### config.mk
export PLATFORM = sky130hd
export DESIGN_NAME = pong_top
export DESIGN_NICKNAME = d
export VERILOG_FILES = /design/src/verilog/video_pkg.sv /design/src/verilog/pong_pkg.sv /design/src/verilog/display_timings.sv /design/src/verilog/pong_regs.sv /design/src/verilog/paddle_ai.sv /design/src/verilog/ball_motion.sv /design/src/verilog/pong_render.sv /design/src/verilog/pong_top.sv
export SDC_FILE = /design/constraint.sdc
export NUM_CORES = 1
export LEC_CHECK = 0
export ABC_AREA = 1
export BUFFER_PORTS_ARGS = -buffer_cell sky130_fd_sc_hd__buf_2
export CAP_MARGIN = 20
export CORE_MARGIN = 3
export CORE_UTILIZATION = 38
export DETAILED_ROUTE_END_ITERATION = 12
export PLACE_DENSITY = 0.6
export SYNTH_ARGS = -nofsm -noshare
export SYNTH_HDL_FRONTEND = slang
export SYNTH_HIERARCHICAL = 1
export SYNTH_SLANG_ARGS = --single-unit
export TNS_END_PERCENT = 10
### constraint.sdc
create_clock -name clk_pix -period 2.95 [get_ports clk_pix]
set_input_delay 0 -clock clk_pix [delete_from_list [all_inputs] [get_ports clk_pix]]
set_output_delay 0 -clock clk_pix [all_outputs]
set_load 0.05 [all_outputs]
### src/verilog/video_pkg.sv
// raster types shared by the timing generator, the renderer and the top level
// import inside a module body, or use scoped names in port lists
package video_pkg;

    // screen coordinate width, enough for up to 1023
    localparam int CORDW = 10;

    // current raster position
    typedef struct packed {
        logic [CORDW-1:0] sx;  // horizontal, 0 at first active pixel
        logic [CORDW-1:0] sy;  // vertical, 0 at first active line
    } scan_pos_t;

    // sync group, both syncs active low
    typedef struct packed {
        logic hsync;
        logic vsync;
        logic de;     // data enable, high in active area
    } vid_sync_t;

    // 12-bit colour, rgb 4:4:4
    typedef struct packed {
        logic [3:0] r;
        logic [3:0] g;
        logic [3:0] b;
    } pixel_t;

endpackage : video_pkg

### src/verilog/pong_pkg.sv
// game objects, configuration, APB bus and register map for the pong core
// coordinate and colour widths come from video_pkg
package pong_pkg;

    // top-left corner of a screen object
    typedef struct packed {
        logic [video_pkg::CORDW-1:0] x;
        logic [video_pkg::CORDW-1:0] y;
    } obj_pos_t;

    // host-controlled game settings
    typedef struct packed {
        logic              run;        // 1 lets objects move
        logic [3:0]        ball_spx;   // pixels per frame, x
        logic [3:0]        ball_spy;   // pixels per frame, y
        logic [3:0]        pad_speed;  // both paddles
        video_pkg::pixel_t fg_color;   // ball and paddle colour
    } game_cfg_t;

    typedef struct packed {
        logic        psel;
        logic        penable;
        logic        pwrite;
        logic [7:0]  paddr;
        logic [31:0] pwdata;
    } apb_req_t;

    typedef struct packed {
        logic [31:0] prdata;
        logic        pready;
        logic        pslverr;
    } apb_rsp_t;

    // register offsets
    typedef enum logic [7:0] {
        REG_CTRL  = 8'h00,  // bit 0 run
        REG_SPEED = 8'h04,  // spx 3:0, spy 7:4, pad 11:8
        REG_COLOR = 8'h08,  // rgb 11:0
        REG_BALL  = 8'h0C,  // ro, x 9:0, y 25:16
        REG_FRAME = 8'h10   // ro, frame tick count
    } reg_addr_e;

endpackage : pong_pkg

### src/verilog/display_timings.sv
// raster timing generator, scan position plus syncs and data enable
// frame_tick pulses once at the start of vertical blanking
`timescale 1ns/100ps

module display_timings #(
    parameter int H_RES  = 640,  // active pixels per line
    parameter int H_FP   = 16,
    parameter int H_SYNC = 96,
    parameter int H_BP   = 48,
    parameter int V_RES  = 480,  // active lines per frame
    parameter int V_FP   = 10,
    parameter int V_SYNC = 2,
    parameter int V_BP   = 33
) (
    input  logic                 clk_pix,
    input  logic                 rst_n,
    output video_pkg::scan_pos_t pos,
    output video_pkg::vid_sync_t sync,
    output logic                 frame_tick
);
    import video_pkg::*;

    localparam int H_TOTAL = H_RES + H_FP + H_SYNC + H_BP;
    localparam int V_TOTAL = V_RES + V_FP + V_SYNC + V_BP;
    localparam int HS_STA  = H_RES + H_FP;   // sync follows front porch
    localparam int HS_END  = HS_STA + H_SYNC;
    localparam int VS_STA  = V_RES + V_FP;
    localparam int VS_END  = VS_STA + V_SYNC;

    logic h_last;  // last pixel of the line
    logic v_last;  // last line of the frame

    always_comb begin
        h_last = (pos.sx == CORDW'(H_TOTAL - 1));
        v_last = (pos.sy == CORDW'(V_TOTAL - 1));
    end

    // wrapping counters
    always_ff @(posedge clk_pix or negedge rst_n) begin
        if (!rst_n) begin
            pos <= '0;  // first position is 0,0
        end else if (h_last) begin
            pos.sx <= '0;
            pos.sy <= v_last ? '0 : pos.sy + 1'b1;
        end else begin
            pos.sx <= pos.sx + 1'b1;
        end
    end

    always_comb begin
        sync.hsync = !((pos.sx >= CORDW'(HS_STA)) && (pos.sx < CORDW'(HS_END)));  // active low
        sync.vsync = !((pos.sy >= CORDW'(VS_STA)) && (pos.sy < CORDW'(VS_END)));
        sync.de    = (pos.sx < CORDW'(H_RES)) && (pos.sy < CORDW'(V_RES));
        frame_tick = (pos.sy == CORDW'(V_RES)) && (pos.sx == '0);  // start of vblank
    end

endmodule : display_timings

### src/verilog/pong_regs.sv
// APB slave for game configuration and status readback, no wait states
// writes land at the end of the access cycle, reads are combinational
`timescale 1ns/100ps

module pong_regs (
    input  logic                clk_pix,
    input  logic                rst_n,
    input  pong_pkg::apb_req_t  apb_req,
    output pong_pkg::apb_rsp_t  apb_rsp,
    input  logic                frame_tick,
    input  pong_pkg::obj_pos_t  ball,
    output pong_pkg::game_cfg_t cfg
);
    import pong_pkg::*;

    logic        access;     // access phase of a transfer
    logic        wr_ok;      // accepted write
    logic        bad_acc;    // unmapped or read-only write
    logic [31:0] rd_data;
    logic [15:0] frame_cnt;  // free running

    always_comb begin
        access  = apb_req.psel && apb_req.penable;
        rd_data = '0;
        bad_acc = 1'b0;
        case (apb_req.paddr)
            REG_CTRL:  rd_data = {31'd0, cfg.run};
            REG_SPEED: rd_data = {20'd0, cfg.pad_speed, cfg.ball_spy, cfg.ball_spx};
            REG_COLOR: rd_data = {20'd0, cfg.fg_color};
            REG_BALL: begin
                rd_data = {6'd0, ball.y, 6'd0, ball.x};
                bad_acc = apb_req.pwrite;  // read only
            end
            REG_FRAME: begin
                rd_data = {16'd0, frame_cnt};
                bad_acc = apb_req.pwrite;  // read only
            end
            default:   bad_acc = 1'b1;     // unmapped
        endcase
        wr_ok = access && apb_req.pwrite && !bad_acc;
    end

    always_comb begin
        apb_rsp.prdata  = access ? rd_data : '0;  // quiet outside access
        apb_rsp.pready  = 1'b1;                   // never stalls
        apb_rsp.pslverr = access && bad_acc;
    end

    // writable fields
    always_ff @(posedge clk_pix or negedge rst_n) begin
        if (!rst_n) begin
            cfg.run       <= 1'b0;     // game stopped
            cfg.ball_spx  <= 4'd1;
            cfg.ball_spy  <= 4'd1;
            cfg.pad_speed <= 4'd1;
            cfg.fg_color  <= 12'hFFF;  // white
        end else if (wr_ok) begin
            case (apb_req.paddr)
                REG_CTRL:  cfg.run <= apb_req.pwdata[0];
                REG_SPEED: begin
                    cfg.ball_spx  <= apb_req.pwdata[3:0];
                    cfg.ball_spy  <= apb_req.pwdata[7:4];
                    cfg.pad_speed <= apb_req.pwdata[11:8];
                end
                REG_COLOR: cfg.fg_color <= apb_req.pwdata[11:0];
                default:   ;  // nothing else writable
            endcase
        end
    end

    always_ff @(posedge clk_pix or negedge rst_n) begin
        if (!rst_n)          frame_cnt <= '0;
        else if (frame_tick) frame_cnt <= frame_cnt + 1'b1;  // wraps at 16 bits
    end

endmodule : pong_regs

### src/verilog/paddle_ai.sv
// self-steering paddle, follows the ball one step per frame tick
// the same block serves both sides
`timescale 1ns/100ps

module paddle_ai #(
    parameter int V_RES    = 480,
    parameter int P_HEIGHT = 40,
    parameter int B_SIZE   = 8
) (
    input  logic                        clk_pix,
    input  logic                        rst_n,
    input  logic                        frame_tick,
    input  logic                        run,
    input  logic [3:0]                  speed,
    input  logic [video_pkg::CORDW-1:0] ball_y,
    output logic [video_pkg::CORDW-1:0] pad_y
);
    import video_pkg::*;

    typedef enum logic [1:0] {MV_HOLD, MV_UP, MV_DOWN} move_e;

    move_e            move;
    logic [CORDW-1:0] spd;     // speed at coordinate width
    logic [CORDW-1:0] centre;  // paddle midpoint

    always_comb begin
        spd    = CORDW'(speed);
        centre = pad_y + CORDW'(P_HEIGHT / 2);
        move   = MV_HOLD;
        if (centre < ball_y) begin                      // ball top below centre
            if (pad_y < CORDW'(V_RES - P_HEIGHT) - spd) move = MV_DOWN;  // room below
        end else if (centre > ball_y + CORDW'(B_SIZE)) begin  // ball bottom above
            if (pad_y > spd) move = MV_UP;              // room above
        end
    end

    always_ff @(posedge clk_pix or negedge rst_n) begin
        if (!rst_n) begin
            pad_y <= CORDW'((V_RES - P_HEIGHT) / 2);  // vertically centred
        end else if (frame_tick && run) begin
            case (move)
                MV_DOWN: pad_y <= pad_y + spd;
                MV_UP:   pad_y <= pad_y - spd;
                default: pad_y <= pad_y;
            endcase
        end
    end

endmodule : paddle_ai

### src/verilog/ball_motion.sv
// ball position update, once per frame tick while running
// each axis bounces off its two screen edges on its own
`timescale 1ns/100ps

module ball_motion #(
    parameter int H_RES  = 640,
    parameter int V_RES  = 480,
    parameter int B_SIZE = 8
) (
    input  logic               clk_pix,
    input  logic               rst_n,
    input  logic               frame_tick,
    input  logic               run,
    input  logic [3:0]         spx,
    input  logic [3:0]         spy,
    output pong_pkg::obj_pos_t ball
);
    import video_pkg::*;

    logic             dx;    // 0 right, 1 left
    logic             dy;    // 0 down, 1 up
    logic [CORDW-1:0] sx_w;  // speeds at coordinate width
    logic [CORDW-1:0] sy_w;
    logic [CORDW-1:0] x_hi;  // right edge turn point
    logic [CORDW-1:0] y_hi;  // bottom edge turn point
    logic             step;

    always_comb begin
        sx_w = CORDW'(spx);
        sy_w = CORDW'(spy);
        x_hi = CORDW'(H_RES - B_SIZE) - sx_w;
        y_hi = CORDW'(V_RES - B_SIZE) - sy_w;
        step = frame_tick && run;
    end

    always_ff @(posedge clk_pix or negedge rst_n) begin
        if (!rst_n) begin
            ball.x <= CORDW'(H_RES / 2);  // centre of screen
            ball.y <= CORDW'(V_RES / 2);
            dx     <= 1'b0;
            dy     <= 1'b0;
        end else if (step) begin
            if (ball.x >= x_hi) begin         // right edge
                dx     <= 1'b1;
                ball.x <= ball.x - sx_w;
            end else if (ball.x < sx_w) begin // left edge
                dx     <= 1'b0;
                ball.x <= ball.x + sx_w;
            end else begin
                ball.x <= dx ? ball.x - sx_w : ball.x + sx_w;
            end

            if (ball.y >= y_hi) begin         // bottom edge
                dy     <= 1'b1;
                ball.y <= ball.y - sy_w;
            end else if (ball.y < sy_w) begin // top edge
                dy     <= 1'b0;
                ball.y <= ball.y + sy_w;
            end else begin
                ball.y <= dy ? ball.y - sy_w : ball.y + sy_w;
            end
        end
    end

endmodule : ball_motion

### src/verilog/pong_render.sv
// pixel renderer, rectangle hit tests for ball and paddles
// output pixel and syncs are registered together, one cycle latency
`timescale 1ns/100ps

module pong_render #(
    parameter int H_RES    = 640,
    parameter int P_HEIGHT = 40,
    parameter int P_WIDTH  = 10,
    parameter int P_OFFSET = 32,
    parameter int B_SIZE   = 8
) (
    input  logic                        clk_pix,
    input  logic                        rst_n,
    input  video_pkg::scan_pos_t        pos,
    input  video_pkg::vid_sync_t        sync_in,
    input  pong_pkg::obj_pos_t          ball,
    input  logic [video_pkg::CORDW-1:0] pad1_y,
    input  logic [video_pkg::CORDW-1:0] pad2_y,
    input  video_pkg::pixel_t           color,
    output video_pkg::pixel_t           pixel,
    output video_pkg::vid_sync_t        sync_out
);
    import video_pkg::*;

    logic p1_hit, p2_hit, b_hit;

    always_comb begin
        p1_hit = (pos.sx >= CORDW'(P_OFFSET)) && (pos.sx < CORDW'(P_OFFSET + P_WIDTH))
              && (pos.sy >= pad1_y) && (pos.sy < pad1_y + CORDW'(P_HEIGHT));
        p2_hit = (pos.sx >= CORDW'(H_RES - P_OFFSET - P_WIDTH))
              && (pos.sx < CORDW'(H_RES - P_OFFSET))
              && (pos.sy >= pad2_y) && (pos.sy < pad2_y + CORDW'(P_HEIGHT));
        b_hit  = (pos.sx >= ball.x) && (pos.sx < ball.x + CORDW'(B_SIZE))
              && (pos.sy >= ball.y) && (pos.sy < ball.y + CORDW'(B_SIZE));
    end

    always_ff @(posedge clk_pix or negedge rst_n) begin
        if (!rst_n) begin
            pixel    <= '0;
            sync_out <= '{hsync: 1'b1, vsync: 1'b1, de: 1'b0};  // syncs idle high
        end else begin
            pixel    <= (sync_in.de && (p1_hit || p2_hit || b_hit)) ? color : '0;  // black in blanking
            sync_out <= sync_in;  // keep aligned with pixel
        end
    end

endmodule : pong_render

### src/verilog/pong_top.sv
// pong display core, raster timing, game logic, renderer and APB registers
// screen and object geometry are set here and passed down
`timescale 1ns/100ps

module pong_top #(
    parameter int H_RES    = 640,
    parameter int H_FP     = 16,
    parameter int H_SYNC   = 96,
    parameter int H_BP     = 48,
    parameter int V_RES    = 480,
    parameter int V_FP     = 10,
    parameter int V_SYNC   = 2,
    parameter int V_BP     = 33,
    parameter int P_HEIGHT = 40,   // paddle size in pixels
    parameter int P_WIDTH  = 10,
    parameter int P_OFFSET = 32,   // paddle gap from screen edge
    parameter int B_SIZE   = 8     // ball side in pixels
) (
    input  logic                 clk_pix,
    input  logic                 rst_n,
    input  pong_pkg::apb_req_t   apb_req,
    output pong_pkg::apb_rsp_t   apb_rsp,
    output video_pkg::pixel_t    pixel,
    output video_pkg::vid_sync_t sync
);
    import video_pkg::*;
    import pong_pkg::*;

    scan_pos_t        pos;
    vid_sync_t        raw_sync;    // undelayed syncs from the counters
    logic             frame_tick;
    game_cfg_t        cfg;
    obj_pos_t         ball;
    logic [CORDW-1:0] pad1_y, pad2_y;

    display_timings #(
        .H_RES(H_RES), .H_FP(H_FP), .H_SYNC(H_SYNC), .H_BP(H_BP),
        .V_RES(V_RES), .V_FP(V_FP), .V_SYNC(V_SYNC), .V_BP(V_BP)
    ) i_timings (
        .clk_pix, .rst_n, .pos, .sync(raw_sync), .frame_tick
    );

    pong_regs i_regs (
        .clk_pix, .rst_n, .apb_req, .apb_rsp, .frame_tick, .ball, .cfg
    );

    ball_motion #(.H_RES(H_RES), .V_RES(V_RES), .B_SIZE(B_SIZE)) i_ball (
        .clk_pix, .rst_n, .frame_tick, .run(cfg.run),
        .spx(cfg.ball_spx), .spy(cfg.ball_spy), .ball
    );

    paddle_ai #(.V_RES(V_RES), .P_HEIGHT(P_HEIGHT), .B_SIZE(B_SIZE)) i_pad1 (
        .clk_pix, .rst_n, .frame_tick, .run(cfg.run), .speed(cfg.pad_speed),
        .ball_y(ball.y), .pad_y(pad1_y)
    );

    paddle_ai #(.V_RES(V_RES), .P_HEIGHT(P_HEIGHT), .B_SIZE(B_SIZE)) i_pad2 (
        .clk_pix, .rst_n, .frame_tick, .run(cfg.run), .speed(cfg.pad_speed),
        .ball_y(ball.y), .pad_y(pad2_y)
    );

    pong_render #(
        .H_RES(H_RES), .P_HEIGHT(P_HEIGHT), .P_WIDTH(P_WIDTH),
        .P_OFFSET(P_OFFSET), .B_SIZE(B_SIZE)
    ) i_render (
        .clk_pix, .rst_n, .pos, .sync_in(raw_sync), .ball, .pad1_y, .pad2_y,
        .color(cfg.fg_color), .pixel, .sync_out(sync)
    );

endmodule : pong_top

After elaboration in Yosys (flattened, before gate mapping)

Cells that the tools add are included.

Output and inout bits: 49
Register bits after elaboration: 118
Word-level logic and storage cells: 148
Input port bits: 45

$add $sub $neg: 20
Reductions and logical operators: 39
Multiplexer cells: 26
Eq/ne operators: 11
Magnitude comparators: 30

Operators with widths:

| kind                    | number |
|---|---|
| $pmux W26 S5            | 1 |
| $lt A10 B10 Y1          | 8 |
| $mux W10                | 8 |
| $ge A10 B10 Y1          | 6 |
| $add A10 B4 Y10         | 4 |
| $pmux W10 S2            | 2 |
| $sub A10 B4 Y10         | 4 |
| $lt A10 B10 Y1 const B  | 3 |
| $mux W26                | 1 |
| $add A10 B1 Y10 const B | 2 |
| $add A10 B4 Y10 const B | 2 |
| $add A10 B5 Y10 const B | 2 |
| $add A10 B6 Y10 const B | 2 |
| $eq A10 B10 Y1 const B  | 2 |
| $ge A10 B10 Y1 const B  | 2 |
| $gt A10 B10 Y1          | 2 |
| $gt A10 B4 Y1           | 2 |
| $lt A10 B4 Y1           | 2 |
| $lt A10 B9 Y1 const B   | 2 |
| $sub A9 B4 Y10 const A  | 2 |
| $logic_and A1 B1 Y1     | 19 |
| $add A16 B1 Y16 const B | 1 |
| $eq A8 B4 Y1 const B    | 2 |
| $reduce_and A2 Y1       | 7 |
| other kinds (20)        | 38 |

Longest topological paths before layout

Word-level depth: 8
Depth in mapped cells: 18
Gate-level depth less buffers: 17

Cells and area by module

Netlist, hierarchy kept.

Modules (own cells, without submodules):

| module          | times used | area each (µm²) | cells an instance | seq. area each (µm²) |
|---|---|---|---|---|
| paddle_ai       | 2          | 2122.0          | 332               | 256.5 |
| ball_motion     | 1          | 2856.5          | 448               | 558.0 |
| pong_regs       | 1          | 2763.9          | 371               | 1044.8 |
| pong_render     | 1          | 2690.1          | 395               | 377.9 |
| display_timings | 1          | 1231.2          | 164               | 500.5 |

Worst setup path before layout

Ideal clock, no wire load.

Path kind: flip-flop to flip-flop
Start point: register i_ball/ball[4] (netlist name)
End point: register i_pad1/pad_y[1] (netlist name)
Stages on the path, launching flop included: 15
Path buffers: 1
Data required time: 2.885 ns
Library setup time: 0.065 ns
Arrival time: 2.535 ns
Slack: 0.350 ns
Cell sequence: dfstp_2 ha_1 nand3_1 nor3_1 xor2_1 ha_1 nand2_2 nor2_4 nand3_2 nand3_4 nand3_2 buf_6 a21oi_4 nand2_1 nand2_1

Word-level cells in the longest chain between the ends: 7
Elaborated cells on any way between the ends: 10
Those cells by class: add/sub (1); order compare (2); eq/ne (2); mux (3); reduce/logical (2)

Ends and longest elaborated chain:

| element                                      | line            | text |
|---|---|---|
| $add A10 B4 Y10                              | paddle_ai.sv:32 | `end else if (centre > ball_y + CORDW'(B_SIZE)) begin` |
| $gt A10 B10 Y1                               | paddle_ai.sv:32 |  |
| $mux W2                                      | paddle_ai.sv:32 |  |
| $mux W2 (*)                                  | paddle_ai.sv:30 | `if (centre < ball_y) begin` |
| $eq A2 B2 Y1 or $eq A2 B1 Y1 (tied branches) | paddle_ai.sv:41 | `case (move)` |
| $reduce_bool A2 Y1 (no source line)          | -               |  |
| $reduce_and A2 Y1 (no source line)           | -               |  |
| end signal: assignment                       | paddle_ai.sv:42 | `MV_DOWN: pad_y <= pad_y + spd;` |
| end signal: assignment                       | paddle_ai.sv:43 | `MV_UP: pad_y <= pad_y - spd;` |
| end signal: assignment                       | paddle_ai.sv:44 | `default: pad_y <= pad_y;` |
| end: declaration                             | paddle_ai.sv:16 | `output logic [video_pkg::CORDW-1:0] pad_y` |

Mark *: on every way between the ends. The rest lies on a longest branch, timed or not.
A chain may end at the register's enable or synchronous reset.

Final worst setup path

Start point: register i_pad1/pad_y[6] (netlist name)
End point: register i_pad1/pad_y[5] (netlist name)

Word-level cells in the longest chain between the ends: 7
Elaborated cells on any way between the ends: 14
Those cells by class: add/sub (1); order compare (4); eq/ne (2); mux (5); reduce/logical (2)

Ends and longest elaborated chain:

| element                                          | line                             | text |
|---|---|---|
| start signal: assignment                         | paddle_ai.sv:39                  | `pad_y <= CORDW'((V_RES - P_HEIGHT) / 2);` |
| start signal: assignment                         | paddle_ai.sv:42                  |  |
| start signal: assignment                         | paddle_ai.sv:43                  |  |
| $add A10 B5 Y10 or $gt A10 B4 Y1 (tied branches) | paddle_ai.sv:28, paddle_ai.sv:33 |  |
| $gt A10 B10 Y1 or $mux W1 (tied branches)        | paddle_ai.sv:32, paddle_ai.sv:33 |  |
| $mux W2                                          | paddle_ai.sv:32                  |  |
| $mux W2 (*)                                      | paddle_ai.sv:30                  |  |
| $eq A2 B2 Y1 or $eq A2 B1 Y1 (tied branches)     | paddle_ai.sv:41                  |  |
| $reduce_bool A2 Y1 (no source line)              | -                                |  |
| $reduce_and A2 Y1 (no source line)               | -                                |  |

Marks and branches as above.

==> metrics.md <==
| Metric | Value |
|---|---|
| Die Span Y | `196 um` |
| Worst path cell trace | `nand2_1 > inv_1 > nand2_1 > nor2_2 > nand2_1 > xor2_2 > ha_1 > a21o_1 > nor2_1 > nand2_1 > nor2_4 > nand2_2 > nand2_1 > nand2_4 > nand2_1 > nand2_1` |
| Unique masters post-synth | `50` |
| Area delta synth->final | `14.6%` |
| Critical path depth | `16` |
| Peak supply drop | `0.000425 V` |
| Die X-Extent | `just under 200 um` |
| Most used cell, CP | `nand2_1` |
| Worst-Skew Late Latency | `around 0.43 ns` |
| I/O Pins | `94` |
| Crit path DAT | `between 3 and 4 ns` |
| Root Driver | `clkbuf_16` |
| CTS tree | `built` |
| Wire per inst | `14.9 um` |
| Worst-path clk slew | `approximately 0.07 ns` |
| Port Buffers | `66` |
| Leak | `between 8 and 9 nW` |
| Global Route Usage Sum | `20.4%` |
| Ys Warns | `6` |
| Max-Cap Viols | `0` |
| Utilization after layout | `approximately 44%` |
| Bufs on Longest Clock Path | `2` |
| Power, Total | `approximately 4.0 mW` |
| Max incr delay on CP | `around 0.53 ns` |
| First-pass GRT wire length | `64,000 um` |
| Flop pwr share | `41.1%` |
| Max_slew headroom | `45.4%` |
| Wl on met1 | `about 19,000 um` |
| Mean post-synth cell area | `6.75 um^2` |
| Pwr per Cell Area | `roughly 250 nW/um^2` |
| DR WL met2 | `roughly 18,000 um` |
| Gate power share | `under 10%` |
| Crit path max-delay cell type | `dfstp_2` |
| Setup TNS | `0 ns` |
| WP data required | `3.27 ns` |
| Post-route ant nets | `0` |
| Main synth FF type | `dfrtp_1` |
| Worst-margin pin slew | `0.819 ns` |
| Reg2Reg Setup Slack | `between 0.1 and 0.15 ns` |
| Final WL | `between 30,000 and 40,000 um` |
| Yosys reg bits | `~120` |
| Share of async-settable or async-resettable flops after synthesis | `100%` |
| Nets | `2,392` |
| Site Rows | `69` |
| Hold Vio Cnt, Final | `0` |
| Die Area | `about 39,000 um^2` |
| DRC viols | `0` |
| CTS Sinks | `~120` |
| Path type of the worst min-delay path | `primary input to flop` |
| Initial antenna violation count | `0` |
| Vias in the first global route | `12,700` |
| Pint | `approximately 3.0 mW` |
| Critical path class | `flop to flop` |
| EDFF count, synth | `0` |
| Net Sw Frac | `between 20% and 30%` |
| CP max FO | `10` |
| Largest net degree at the start of global routing | `between 50 and 60` |
| CTS H-Tree Depth | `4` |
| Seq/Total Area, Yosys | `about 22%` |
| Hold Crit Depth | `5` |
| HPWL reported at the end of detailed placement | `30,400 um` |
| Clk pwr share | `55.1%` |
| Share of cells above drive strength 1 | `17.6%` |
| Pins Over Slew Limit | `0` |
| RSZ-0062 raised after global routing | `true` |
| DR vias | `13,200` |
| R2R cell count | `16` |
| Status | `finished, final reports clean` |
| Final Wtd Congestion | `roughly 0.9` |
| Diodes inserted | `0` |
| TritonRoute pass-1 iters | `7` |
| Psw | `1.00 mW` |
| Setup Skew | `about 0.011 ns` |
| CP startpoint kind | `flop` |
| Met3 Wirelength | `about 1900 um` |
| Gr ovfl total | `0` |
| CP endpoint kind | `flop` |
| F_max | `between 0.3 and 0.4 GHz` |
| Final critical-path required period | `roughly 2.8 ns` |
| Max Used Layer | `met4` |
| Drt first-iter violations | `around 800` |
| Mapped Cells | `about 2,000` |
| Area of the core | `~36,000 um^2` |
| Synthesized cell area | `13,800 um^2` |
| TritonCTS Buffers | `17` |
| Crit path buf inv count | `1` |
| Final worst-path cycle share | `about 95%` |
| Crit path max-delay family | `simple AND/OR/NAND/NOR gates` |
| Final setup vio count | `0` |
| Number of vias per cell | `4.99` |
| Starting Density | `about two fifths` |
| Fillers | `around 3,700` |
[flip-flops by register name, indices dropped and copies added, names as in the netlist]
register / cells
i_ball/ball: 20
i_ball/dx: 1
i_ball/dy: 1
i_pad1/pad_y: 10
i_pad2/pad_y: 10
i_regs/cfg: 25
i_regs/frame_cnt: 16
i_render/pixel: 12
i_render/sync_out: 3
i_timings/pos: 20
[synth_stat cells, types with 4 or more instances]
library cell  instances  area (um^2)
dfrtp_1              85         2130
nand2_1             661         2480
nor3_1               30          150
nand2_2              16          100
a21oi_4               4         65.1
buf_6                15          169
nand3_2              10          100
a21oi_2              13          114
nand3b_1              9         67.6
ha_1                168         2100
buf_2                12         60.1
xnor2_1              13          114
nand3_4               6          105
nor2_1              145          544
inv_2                40          150
fa_1                  8          160
nor2_2               29          181
xor2_1               91          797
nand2_4              11          124
a21o_1                8         60.1
o21ai_2              12          105
nand4_1              45          282
dfstp_2              33          867
nor2_4               11          124
o21ai_0              35          175
buf_4                17          128
inv_1               277         1040
a21oi_1              54          270
a31oi_1               4         25.0
nand3_1             149          746
[area by class of cell]
class                      count  area (um^2)  share of cell area, %
timing repair buffer         147         1010                   6.38
clock inverter                14          163                   1.03
tap                          461          577                   3.65
sequential                   118         2990                   19.0
multi-input combinational   1567         9410                   59.6
clock buffer                  18          439                   2.78
inverter                     320         1200                   7.62
[power groups by stage]
stage | combinational, mW | clock (mW) | sequential, mW
global placement | 0.134 | 0 | 1.66
floorplan | 0.0685 | 0 | 1.66
global route | 0.165 | 2.30 | 1.63
CTS | 0.151 | 2.22 | 1.63
finish | 0.149 | 2.18 | 1.63
detailed placement | 0.136 | 0 | 1.66
[kinds of logic (layout without fill, tap and decap cells)]
kind of cell	count (synthesis)	count (layout)	synth area share, %
AOI/OAI and AO/OA	140	142	6.48
xor gates and xnor gates	104	104	6.61
adders and majority gates	176	176	16.4
buffers and inverters	367	499	11.4
DFF	118	118	21.7
muxes	1	1	0.0817
other	2	7	0.0545
and+or+nand+nor	1134	1137	37.2
[timing repair]
action                     4_1_cts  5_1_grt
setup endpoints to repair        1       32
hold buffers                    15        0
gates resized for setup          1       32
pin swaps                        0       11
hold endpoints to repair        67        0
buffers inserted                 0        6
cloned                           0        5
[worst register-to-register path, cell delays in order, from the launching register on]
cell	delay, ns
dfstp_2	0.53
nand2_1	0.09
inv_1	0.09
nand2_1	0.09
nor2_2	0.15
nand2_1	0.11
xor2_2	0.17
ha_1	0.31
a21o_1	0.18
nor2_1	0.17
nand2_1	0.12
nor2_4	0.17
nand2_2	0.13
nand2_1	0.15
nand2_4	0.11
nand2_1	0.07
nand2_1	0.06
[metrics by stage]
stage,hold slack (ns),setup slack [ns],instances,cell area (um^2)
final,0.126,0.135,2645,15800
after global placement,0.138,0.0681,2587,14800
after global routing,0.151,-0.0557,2645,15800
after detailed placement,0.144,0.00726,2587,14800
after CTS,0.110,0.0443,2634,15600
after floorplan,-0.296,0.350,2047,13800
[path summary, 6_finish.rpt]
kind / end / from
setup / recovery: i_pad1/pad_y[5]$_DFFE_PN0P_ / i_pad1/pad_y[6]$_DFFE_PN1P_
hold / removal: i_regs/cfg[12]$_DFFE_PN1P_ / apb_req[34]
setup reg to reg: i_pad1/pad_y[5]$_DFFE_PN0P_ / i_pad1/pad_y[6]$_DFFE_PN1P_
hold reg to reg: i_regs/frame_cnt[14]$_DFFE_PN0P_ / i_regs/frame_cnt[14]$_DFFE_PN0P_
max in group asynchronous: i_render/sync_out[2]$_DFF_PN1_ / rst_n
min in group asynchronous: i_timings/pos[14]$_DFF_PN0_ / rst_n
[layout by cell type (no fill, tap or decap), drive strengths merged, types with 4 or more instances in the layout]
cell	netlist	routed
fa	8	8
dlygate4sd3	0	15
dfrtp	85	85
dfstp	33	33
nor3	31	31
a21oi	71	73
nand3b	9	9
clkinv	2	5
conb	2	7
a21o	8	8
nand4	48	48
o21ai	50	50
xnor2	13	13
a31oi	4	4
nor2	186	187
clkbuf	3	18
xor2	91	91
inv	318	326
nand2	688	689
ha	168	168
buf	44	132
nand3	165	166
[metal layers]
metal | up-vias | track usage (%)
met4 | 0 | 6.28
met2 | 325 | 33.0
li1 | 6690 | -
met3 | 62 | 2.85
met5 | - | 0
met1 | 6116 | 28.4
Power figures use the tool's default switching activity.
